### config.mk
export PLATFORM = sky130hd
export DESIGN_NAME = fru
export DESIGN_NICKNAME = d
export VERILOG_FILES = /design/src/fruPkg.sv /design/src/fru.sv /design/src/fruOperandMux.sv /design/src/fruRegFile.sv /design/src/fruMirrorPipe.sv /design/src/fruInputLatch.sv
export SDC_FILE = /design/constraint.sdc
export NUM_CORES = 2
export LEC_CHECK = 0
export BUFFER_PORTS_ARGS = -buffer_cell sky130_fd_sc_hd__buf_2
export CAP_MARGIN = 10
export CELL_PAD_IN_SITES_DETAIL_PLACEMENT = 1
export CELL_PAD_IN_SITES_GLOBAL_PLACEMENT = 1
export CORE_ASPECT_RATIO = 0.5
export CORE_MARGIN = 8
export CORE_UTILIZATION = 58
export DETAILED_ROUTE_END_ITERATION = 10
export PLACE_DENSITY_LB_ADDON = 0.1
export SETUP_SLACK_MARGIN = 0.15
export SLEW_MARGIN = 20
export SYNTH_ARGS = -nofsm -noshare
export SYNTH_HDL_FRONTEND = slang
export SYNTH_SLANG_ARGS = --single-unit
### constraint.sdc
create_clock -name sys_clk -period 6.3 [get_ports sys_clk]
set_clock_uncertainty 0.15 [all_clocks]
set_input_delay 0.945 -clock sys_clk [delete_from_list [all_inputs] [get_ports sys_clk]]
set_output_delay 0.945 -clock sys_clk [all_outputs]
set_load 0.02 [all_outputs]
### src/fruPkg.sv
// forwarding register unit shared definitions
// widths, register 31 index and the structs passed between stages

package fruPkg;

   ////////////////////////////////////////
   // sizes
   ////////////////////////////////////////
   localparam int dataWidth = 32;              // operand and result width
   localparam int numRegs   = 32;              // register file depth
   localparam int idxWidth  = $clog2(numRegs); // register index width, 5 bits

   // register 31 always reads zero and is never a forwarding target
   localparam logic [idxWidth-1:0] zeroRegIdx = 5'd31;

   ////////////////////////////////////////
   // types
   ////////////////////////////////////////
   typedef logic [dataWidth-1:0] dataT;        // one data word

   // register address with its valid bit on top, 6 bits
   typedef struct packed {
      logic                valid;              // 1 = address in use
      logic [idxWidth-1:0] idx;                // register number
   } regAddrT;

   // the memory flags of the instruction decode, 3 bits
   typedef struct packed {
      logic mem;                               // memory class instruction
      logic memAcc;                            // accesses memory
      logic memSt;                             // store, clear for a load
   } decodeT;

   // step and work controls from the pipeline control unit, 6 bits
   // step moves an instruction into a stage, work marks a stage as busy
   typedef struct packed {
      logic stepExu;
      logic stepMau;
      logic stepWb;
      logic workExu;
      logic workMau;
      logic workWb;
   } pipeCtrlT;

   // result bus of a pipeline stage, 39 bits
   typedef struct packed {
      regAddrT dest;                           // destination register
      dataT    data;                           // result value
      logic    cond;                           // 0 only for a false cmov
   } stageResultT;

   ////////////////////////////////////////
   // helpers
   ////////////////////////////////////////
   // load = memory access that does not store
   function automatic logic isLoad(input decodeT dec);
      return dec.mem & dec.memAcc & ~dec.memSt;
   endfunction

endpackage
### src/fru.sv
// forwarding register unit top level
// latches inputs, mirrors the pipe, holds registers and forwards two operands

`timescale 1ns/1ps

module fru (
   input  logic                sys_clk,
   input  logic                rst,
   input  fruPkg::pipeCtrlT    ctrl,        // from the control unit
   input  fruPkg::regAddrT     regA,        // from decode
   input  fruPkg::regAddrT     regB,
   input  fruPkg::decodeT      decode,
   input  fruPkg::stageResultT exuRes,      // from the execute unit
   input  fruPkg::stageResultT mauRes,      // from the memory unit
   output fruPkg::dataT        opd1,        // operand A to execute
   output fruPkg::dataT        opd2,        // operand B to execute
   output logic                waitForData  // stall request to the control unit
);
   import fruPkg::*;

   pipeCtrlT    lCtrl;
   regAddrT     lRegA, lRegB;
   decodeT      lDecode;
   stageResultT lExuRes, lMauRes;
   logic        exuIsLoad;
   stageResultT wbRes;
   dataT        rdDataA, rdDataB;
   logic        hazardA, hazardB;

   ////////////////////////////////////////
   // stage 1, input latch
   ////////////////////////////////////////
   fruInputLatch u_latch (
      .sys_clk (sys_clk),
      .rst     (rst),
      .ctrl    (ctrl),
      .regA    (regA),
      .regB    (regB),
      .decode  (decode),
      .exuRes  (exuRes),
      .mauRes  (mauRes),
      .lCtrl   (lCtrl),
      .lRegA   (lRegA),
      .lRegB   (lRegB),
      .lDecode (lDecode),
      .lExuRes (lExuRes),
      .lMauRes (lMauRes)
   );

   ////////////////////////////////////////
   // mirror pipe and register file
   ////////////////////////////////////////
   fruMirrorPipe u_mirror (
      .sys_clk   (sys_clk),
      .rst       (rst),
      .lCtrl     (lCtrl),
      .lDecode   (lDecode),
      .lMauRes   (lMauRes),
      .exuIsLoad (exuIsLoad),
      .wbRes     (wbRes)
   );

   fruRegFile u_regFile (
      .sys_clk (sys_clk),
      .rst     (rst),
      .wbRes   (wbRes),
      .workWb  (lCtrl.workWb),
      .rdIdxA  (lRegA.idx),             // read regardless of valid bit
      .rdIdxB  (lRegB.idx),
      .rdDataA (rdDataA),
      .rdDataB (rdDataB)
   );

   ////////////////////////////////////////
   // operand muxes, one per source
   ////////////////////////////////////////
   fruOperandMux u_muxA (
      .src        (lRegA),
      .regData    (rdDataA),
      .lExuRes    (lExuRes),
      .lMauRes    (lMauRes),
      .wbRes      (wbRes),
      .lCtrl      (lCtrl),
      .exuIsLoad  (exuIsLoad),
      .opd        (opd1),
      .loadHazard (hazardA)
   );

   fruOperandMux u_muxB (
      .src        (lRegB),
      .regData    (rdDataB),
      .lExuRes    (lExuRes),
      .lMauRes    (lMauRes),
      .wbRes      (wbRes),
      .lCtrl      (lCtrl),
      .exuIsLoad  (exuIsLoad),
      .opd        (opd2),
      .loadHazard (hazardB)
   );

   assign waitForData = hazardA | hazardB;  // either operand needs the load

endmodule

### src/fruOperandMux.sv
// operand forwarding mux for one source register
// priority execute, memory, write-back, register file; flags a load hazard

`timescale 1ns/1ps

module fruOperandMux (
   input  fruPkg::regAddrT     src,        // latched source address
   input  fruPkg::dataT        regData,    // register file read at src.idx
   input  fruPkg::stageResultT lExuRes,
   input  fruPkg::stageResultT lMauRes,
   input  fruPkg::stageResultT wbRes,
   input  fruPkg::pipeCtrlT    lCtrl,
   input  logic                exuIsLoad,
   output fruPkg::dataT        opd,
   output logic                loadHazard  // source waits on a load in execute
);
   import fruPkg::*;

   logic isZeroReg;                        // source is register 31
   logic srcOk;                            // source may be forwarded
   logic exuHit, mauHit, wbHit;            // dest matches and stage busy
   logic takeExu, takeMau, takeWb;

   ////////////////////////////////////////
   // address compare
   ////////////////////////////////////////
   assign isZeroReg = (src.idx == zeroRegIdx);
   assign srcOk     = src.valid & ~isZeroReg;

   // struct compare covers both valid bit and index
   assign exuHit = srcOk & (lExuRes.dest == src) & lCtrl.workExu;
   assign mauHit = srcOk & (lMauRes.dest == src) & lCtrl.workMau;
   assign wbHit  = srcOk & (wbRes.dest == src) & lCtrl.workWb;

   // a load result in execute is not ready yet, skip that stage
   assign takeExu = exuHit & lExuRes.cond & ~exuIsLoad;
   assign takeMau = mauHit & lMauRes.cond;
   assign takeWb  = wbHit & wbRes.cond;

   // cond is ignored here, the stall is requested on address alone
   assign loadHazard = exuHit & exuIsLoad;

   ////////////////////////////////////////
   // operand select
   ////////////////////////////////////////
   always_comb begin
      if (isZeroReg) begin
         opd = '0;                         // r31 reads zero, valid bit or not
      end else if (takeExu) begin
         opd = lExuRes.data;
      end else if (takeMau) begin
         opd = lMauRes.data;
      end else if (takeWb) begin
         opd = wbRes.data;                 // not yet in the register file
      end else begin
         opd = regData;
      end
   end

endmodule

### src/fruRegFile.sv
// architectural register file, 32 x 32
// one synchronous write port from write-back, two combinational reads

`timescale 1ns/1ps

module fruRegFile (
   input  logic                        sys_clk,
   input  logic                        rst,
   input  fruPkg::stageResultT         wbRes,   // write-back entry
   input  logic                        workWb,  // write-back stage busy
   input  logic [fruPkg::idxWidth-1:0] rdIdxA,
   input  logic [fruPkg::idxWidth-1:0] rdIdxB,
   output fruPkg::dataT                rdDataA,
   output fruPkg::dataT                rdDataB
);
   import fruPkg::*;

   dataT regs [numRegs];                    // register storage
   logic wrEn;

   // commit only real, valid, non-squashed results
   assign wrEn = workWb & wbRes.cond & wbRes.dest.valid;

   always_ff @(posedge sys_clk) begin
      if (rst) begin
         for (int i = 0; i < numRegs; i++) begin
            regs[i] <= '0;                  // whole file zeroed in one cycle
         end
      end else if (wrEn) begin
         regs[wbRes.dest.idx] <= wbRes.data;
      end
   end

   // reads see the old value during the write cycle, write-back forwarding covers it
   assign rdDataA = regs[rdIdxA];
   assign rdDataB = regs[rdIdxB];

endmodule

### src/fruMirrorPipe.sv
// mirror of the processor pipeline inside the forwarding unit
// tracks a load in execute and holds the write-back entry

`timescale 1ns/1ps

module fruMirrorPipe (
   input  logic                sys_clk,
   input  logic                rst,
   input  fruPkg::pipeCtrlT    lCtrl,     // latched steps
   input  fruPkg::decodeT      lDecode,   // latched decode flags
   input  fruPkg::stageResultT lMauRes,   // latched memory stage result
   output logic                exuIsLoad, // instruction in execute is a load
   output fruPkg::stageResultT wbRes      // entry in write-back
);
   import fruPkg::*;

   ////////////////////////////////////////
   // execute and write-back mirror stages
   ////////////////////////////////////////
   // a clear step bit leaves the stage as it is
   always_ff @(posedge sys_clk) begin
      if (rst) begin
         exuIsLoad <= 1'b0;
         wbRes     <= '0;
      end else begin
         if (lCtrl.stepExu) begin
            exuIsLoad <= isLoad(lDecode);   // load data only exists after memory
         end
         if (lCtrl.stepWb) begin
            wbRes <= lMauRes;               // dest, data and cond move on together
         end
      end
   end

endmodule

### src/fruInputLatch.sv
// input latch stage of the forwarding unit
// registers all control and stage inputs once per clock

`timescale 1ns/1ps

module fruInputLatch (
   input  logic                sys_clk,
   input  logic                rst,
   input  fruPkg::pipeCtrlT    ctrl,      // steps and works from the control unit
   input  fruPkg::regAddrT     regA,      // operand A source
   input  fruPkg::regAddrT     regB,      // operand B source
   input  fruPkg::decodeT      decode,    // memory flags of the decoded instruction
   input  fruPkg::stageResultT exuRes,    // execute stage result
   input  fruPkg::stageResultT mauRes,    // memory stage result
   output fruPkg::pipeCtrlT    lCtrl,
   output fruPkg::regAddrT     lRegA,
   output fruPkg::regAddrT     lRegB,
   output fruPkg::decodeT      lDecode,
   output fruPkg::stageResultT lExuRes,
   output fruPkg::stageResultT lMauRes
);
   import fruPkg::*;

   // control inputs settle late in the cycle, so everything is
   // captured here and held steady for the rest of the unit
   always_ff @(posedge sys_clk) begin
      if (rst) begin
         lCtrl   <= '0;            // no step, no work
         lRegA   <= '0;
         lRegB   <= '0;
         lDecode <= '0;
         lExuRes <= '0;            // dest invalid, cond 0
         lMauRes <= '0;
      end else begin
         lCtrl   <= ctrl;
         lRegA   <= regA;
         lRegB   <= regB;
         lDecode <= decode;
         lExuRes <= exuRes;
         lMauRes <= mauRes;
      end
   end

endmodule

=== After elaboration in Yosys (flattened, before gate mapping) ===
Memory sizes are Yosys's and may differ from the RTL's. A register that Yosys moved wholly into a read port is not among the register bits.
Cells that the tools add are included.

* Memories kept: 1
* Bits in registers: 138
* RAM bits: 1024
* Logic and storage cells: 86
* Output and inout bits: 65
* Input bits: 101

{| class="wikitable"
|+ Memories
! name !! depth !! width !! rd ports !! clocked after memory_dff !! wr ports !! line !! source
|-
| u_regFile.regs || 32 || 32 || 2 || 2 || 32 || fruRegFile.sv:18 || <nowiki>dataT regs [numRegs];</nowiki>
|}

* Multiplexer cells: 18
* Reduce and logical (&&, ||, !) cells: 1
* Equality and inequality tests: 8
* Bitwise logic cells: 33

{| class="wikitable"
|+ Operators by type and width
! kind !! count
|-
| 32-bit two-way mux || 9
|-
| 6-bit == test || 6
|-
| 32-bit OR reduction || 1
|-
| 1-bit AND || 28
|-
| 5-bit two-way mux || 3
|-
| 5-bit == test, second input constant || 2
|-
| 1-bit two-way mux || 6
|-
| 1-bit NOT || 4
|-
| 1-bit OR || 1
|}

=== Longest topological paths before layout ===
* Depth in word-level cells: 10
* Gate-level depth with buffers: 10
* Gate-level depth less buffers: 6

=== By module ===
Synthesis repeated with hierarchy kept, for this count alone.

* Cells, all modules: 5529
* Area total of the unflattened synthesis: 63653.5 um^2

{| class="wikitable"
|+ By module, submodules not included
! module !! instances !! cells an instance !! area an instance (um^2) !! seq. area each (um^2)
|-
| fruRegFile || 1 || 4639 || 55867.3 || 30749.5
|-
| fruOperandMux || 2 || 275 || 1833.0 || 0.0
|-
| fruInputLatch || 1 || 209 || 2675.1 || 1981.9
|-
| fruMirrorPipe || 1 || 130 || 1438.9 || 800.8
|-
| fru || 1 || 1 || 6.3 || 0.0
|}

=== Worst setup path before layout ===
Ideal clock, no wire load.

* Path kind: register to output
* Start point: reg, netlist name u_regFile.rdIdxB[3]
* End point: out opd2[11]
* Data arrival time: 2346 ps
* Cell stages (with the launch flop): 9
* Path slack: 2859 ps
* Path buffers: 2
* Required time: 5205 ps
* Cell sequence: dfxtp_1 buf_2 xor2_1 nor4_1 o2111ai_2 nand3_1 buf_2 nor2_1 a2111oi_1

* Longest elaborated chain between the ends: 10
* Elaborated cells between the ends (all ways): 20
* Those cells by class: eq/ne: 4; mux: 4; bitwise: 12

{| class="wikitable"
|+ RTL lines
! what !! line !! source
|-
| 5-bit == test || fruOperandMux.sv:27 || <nowiki>assign isZeroReg = (src.idx == zeroRegIdx);</nowiki>
|-
| 1-bit NOT || fruOperandMux.sv:28 || <nowiki>assign srcOk = src.valid & ~isZeroReg;</nowiki>
|-
| 1-bit AND || fruOperandMux.sv:28 ||
|-
| 1-bit AND (2 in a row) || fruOperandMux.sv:33 || <nowiki>assign wbHit = srcOk & (wbRes.dest == src) & lCtrl.workWb;</nowiki>
|-
| 1-bit AND || fruOperandMux.sv:38 || <nowiki>assign takeWb = wbHit & wbRes.cond;</nowiki>
|-
| 32-bit two-way mux || fruOperandMux.sv:53 || <nowiki>end else if (takeWb) begin</nowiki>
|-
| 32-bit two-way mux || fruOperandMux.sv:51 || <nowiki>end else if (takeMau) begin</nowiki>
|-
| 32-bit two-way mux || fruOperandMux.sv:49 || <nowiki>end else if (takeExu) begin</nowiki>
|-
| 32-bit two-way mux * || fruOperandMux.sv:47 || <nowiki>if (isZeroReg) begin</nowiki>
|-
| end: declaration || fru.sv:16 || <nowiki>output fruPkg::dataT opd2,</nowiki>
|}

Every way passes the cells marked *; elsewhere a longest branch is shown, timed or not.

=== Worst setup path in the final report ===
* Start point: reg, netlist name u_regFile.rdIdxB[2]
* End point: out opd2[31]

* Longest elaborated chain between the ends: 10
* Elaborated cells between the ends (all ways): 20
* Those cells by class: eq/ne: 4; mux: 4; bitwise: 12

{| class="wikitable"
|+ RTL lines
! what !! line
|-
| 5-bit == test || fruOperandMux.sv:27
|-
| 1-bit NOT || fruOperandMux.sv:28
|-
| 1-bit AND || fruOperandMux.sv:28
|-
| 1-bit AND (2 in a row) || fruOperandMux.sv:33
|-
| 1-bit AND || fruOperandMux.sv:38
|-
| 32-bit two-way mux || fruOperandMux.sv:53
|-
| 32-bit two-way mux || fruOperandMux.sv:51
|-
| 32-bit two-way mux || fruOperandMux.sv:49
|-
| 32-bit two-way mux * || fruOperandMux.sv:47
|}

Marks and branches as above.

==> impl_metrics.json <==
{
  "status": "complete, no violations",
  "number_of_buffers_on_the_longest_clock_path": 3,
  "nets": 4162,
  "area_delta_synth_final_pct": 8.81,
  "drc": 0,
  "critical_path_class": "reg2out",
  "synth-async-reset-ratio_pct": 0,
  "seq_total_area_yosys_pct": 56.3,
  "numCtsBuffers": 103,
  "fillers": 9313,
  "grt_total_ovfl": 0,
  "layout-drive-gt1-share_pct": 25.8,
  "synth.most_common_cell": "sky130_fd_sc_hd__and2_1",
  "grt_start_max_net_pins": 114,
  "unrepaired_setup_endpoints_after_global_routing": "false",
  "cell_area_power_density_mw_per_mm2": 267,
  "syn-instance-count": 4084,
  "detail_route.first_pass.iterations": 5,
  "syn_area_mm2": 0.0596,
  "chip_height_um": 243,
  "fp.dieW_um": 469,
  "final_area_mm2": 0.0648,
  "regToRegSetupSlack_ns": 2.52,
  "required_ns": 5.20,
  "post_synth_most_frequent_cells": "sky130_fd_sc_hd__and2_1, sky130_fd_sc_hd__edfxtp_1, sky130_fd_sc_hd__mux4_2, sky130_fd_sc_hd__clkbuf_1, sky130_fd_sc_hd__o22ai_1",
  "core.rowCount": 83,
  "grt_pass1_vias": 40800,
  "final_hold_viol_count": 0,
  "die-area_mm2": 0.114,
  "pre_cts_ws_ns": 1.38,
  "cts_tree": "yes",
  "ctsResizeCount": 0,
  "coreArea_mm2": 0.102,
  "vias_per_cell": 7.23,
  "port_buffers": 164,
  "clock-root-buffer": "sky130_fd_sc_hd__clkbuf_16",
  "drtAntennaViolNets": 0,
  "synth_cell_type_count": 48,
  "htreeDepth": 3,
  "drt-total-wl_mm": 214,
  "clock-sinks": 1162,
  "cts_setup_buffers": 0,
  "maxSlewHeadroom_pct": 14.1,
  "wire_per_inst_um": 38.9,
  "insertion_delay_ns": 0.75,
  "static-leakage-power_uw": 0.0228,
  "cap_violations": 0,
  "tightest_slew_ns": 1.29,
  "finalCritPeriodShare_pct": 93.6,
  "globalRouteTotalUtil_pct": 37.0,
  "synth.area.top_cells": "sky130_fd_sc_hd__edfxtp_1, sky130_fd_sc_hd__mux4_2, sky130_fd_sc_hd__and2_1",
  "synth_enable_flop_cells": 1024,
  "setup.worst_path.end_class": "output port",
  "seqCellArea_mm2": 0.0335,
  "synth-warning-count": 0,
  "finalPower_uw": 17300,
  "post_layout_worst_setup_margin_ns": 0.406,
  "worstSetupStartpointType": "flop",
  "min_period_ns": 5.89,
  "wire_length_of_the_first_global_routing_pass_mm": 300,
  "place_area_mm2": 0.0614,
  "postCtsHoldBufs": 0,
  "vdd_ir_drop_max_mv": 0.230,
  "critical_path_peak_fanout": 32,
  "drtIter0Drc": 5850,
  "drv_slew": 0,
  "initial_core_util_pct": 58.3,
  "dominantRegCellSynth": "sky130_fd_sc_hd__edfxtp_1",
  "layout.cells.non_filler": 5519,
  "synth_top_area_cell": "sky130_fd_sc_hd__edfxtp_1",
  "gp_congestion": 1.01,
  "finalSetupViolations": 0,
  "timing.setup.tns_ns": 0,
  "synth.ff_latch_count": 1162,
  "synth_nets": 4185,
  "area_occupied_by_multi_input_gates_mm2": 0.0241,
  "synthDominantCellAreaShare_pct": 51.6,
  "vias_after_detailed_routing": 39900,
  "cp_data_arrival_time_ns": 4.80,
  "numPlacedInstances": 5316,
  "io_pins": 166,
  "max_freq_mhz": 170,
  "worstHoldPathType": "in2reg",
  "clk_pin_slew_worst_paths_ns": 0.07,
  "antenna_found_initial": 31,
  "dp.final_hpwl_mm": 137,
  "syn_area_per_cell_um2": 14.6
}
## through the flow
step / utilization [%] / hold WS [ns]
finish: 63.4 / 0.263
global route: 63.4 / 0.241
CTS: 63.4 / 0.229
detailed placement: 60.1 / 0.331
global placement: 60.0 / 0.313
floorplan: - / 0.298
## worst max-delay path: stages (launching register included)
cell,delay (ns)
sky130_fd_sc_hd__dfxtp_4,0.72
sky130_fd_sc_hd__xor2_1,0.13
sky130_fd_sc_hd__nor4_1,0.53
sky130_fd_sc_hd__o2111ai_4,0.42
sky130_fd_sc_hd__buf_4,0.38
sky130_fd_sc_hd__nand3_2,0.62
sky130_fd_sc_hd__nor2_1,0.17
sky130_fd_sc_hd__nor3b_1,0.74
sky130_fd_sc_hd__buf_2,0.31
## worst paths after layout
kind                                                      from                             endpoint  cells past startpoint
worst max register to register  u_mirror.wbRes[0]$_SDFFE_PP0P_  u_regFile.regs[7][25]$_SDFFCE_PN0P_                      5
worst min-delay path                                mauRes[31]       u_latch.lMauRes[31]$_SDFF_PP0_                      2
worst min register to register   u_latch.lDecode[1]$_SDFF_PP0_      u_mirror.exuIsLoad$_SDFFE_PP0P_                      2
worst max-delay path            u_regFile.rdIdxB[2]$_SDFF_PP0_                             opd2[31]                      8
## sequential cells by signal, indices dropped and copies added (netlist names)
| signal | cells |
|---|---|
| u_regFile.rdIdxA | 5 |
| u_latch.lMauRes | 39 |
| u_latch.lDecode | 3 |
| u_regFile.rdIdxB | 5 |
| u_latch.lRegB | 1 |
| u_latch.lExuRes | 39 |
| u_mirror.exuIsLoad | 1 |
| u_latch.lCtrl | 5 |
| u_regFile.regs | 1024 |
| u_mirror.wbRes | 39 |
| u_latch.lRegA | 1 |
## final cells by class
type,instances,share of cell area [%]
multi-input combinational,2486,37.2
inverter,1,0.00579
tap,1360,2.63
antenna,11,0.0425
sequential,1162,51.7
timing repair buffer,307,3.18
clock buffer,129,4.30
clock inverter,63,0.925
## per-layer routing
metal  vias to the layer above  routed length [um]  global-route usage, %
met4                        16                6140                   9.39
met2                      2895               93600                   53.8
met1                     20900               76400                   49.0
li1                      15600                   -                      -
met3                       457               38000                   19.7
met5                         -                 314                   1.47
## report_power, final
group          internal, uW  switching (uW)  total [uW]
Combinational           688            1160        1850
Sequential             8620             204        8820
Clock                  3590            3060        6650
Total                 12900            4420       17300
## logic make-up after synthesis
group                     after synthesis  synth area share (%)
xor gates and xnor gates               25                 0.368
buffers and inverters                 436                  3.51
muxes                                 551                  20.0
and+or+nand+nor                      1517                  15.3
DFF                                  1162                  56.3
AOI/OAI and AO/OA                     393                  4.58
## placed cells by master, fill, tap and decap left out, drive strengths merged, types with 12 or more instances in the layout
master and count:
and2 1029, edfxtp 1024, mux4 512, buf 307
o22ai 257, nor2 179, dfxtp 138, clkbuf 129
nor2b 98, clkinv 45, mux2i 39, nor4 35
or4 33, or2 33, o21ai 32, o221ai 32
a211oi 32, nor3 25, nor3b 24, a2111oi 20
xnor2 14, nand2 14, o21bai 12
Note: power is estimated with default switching activity, not from simulation.
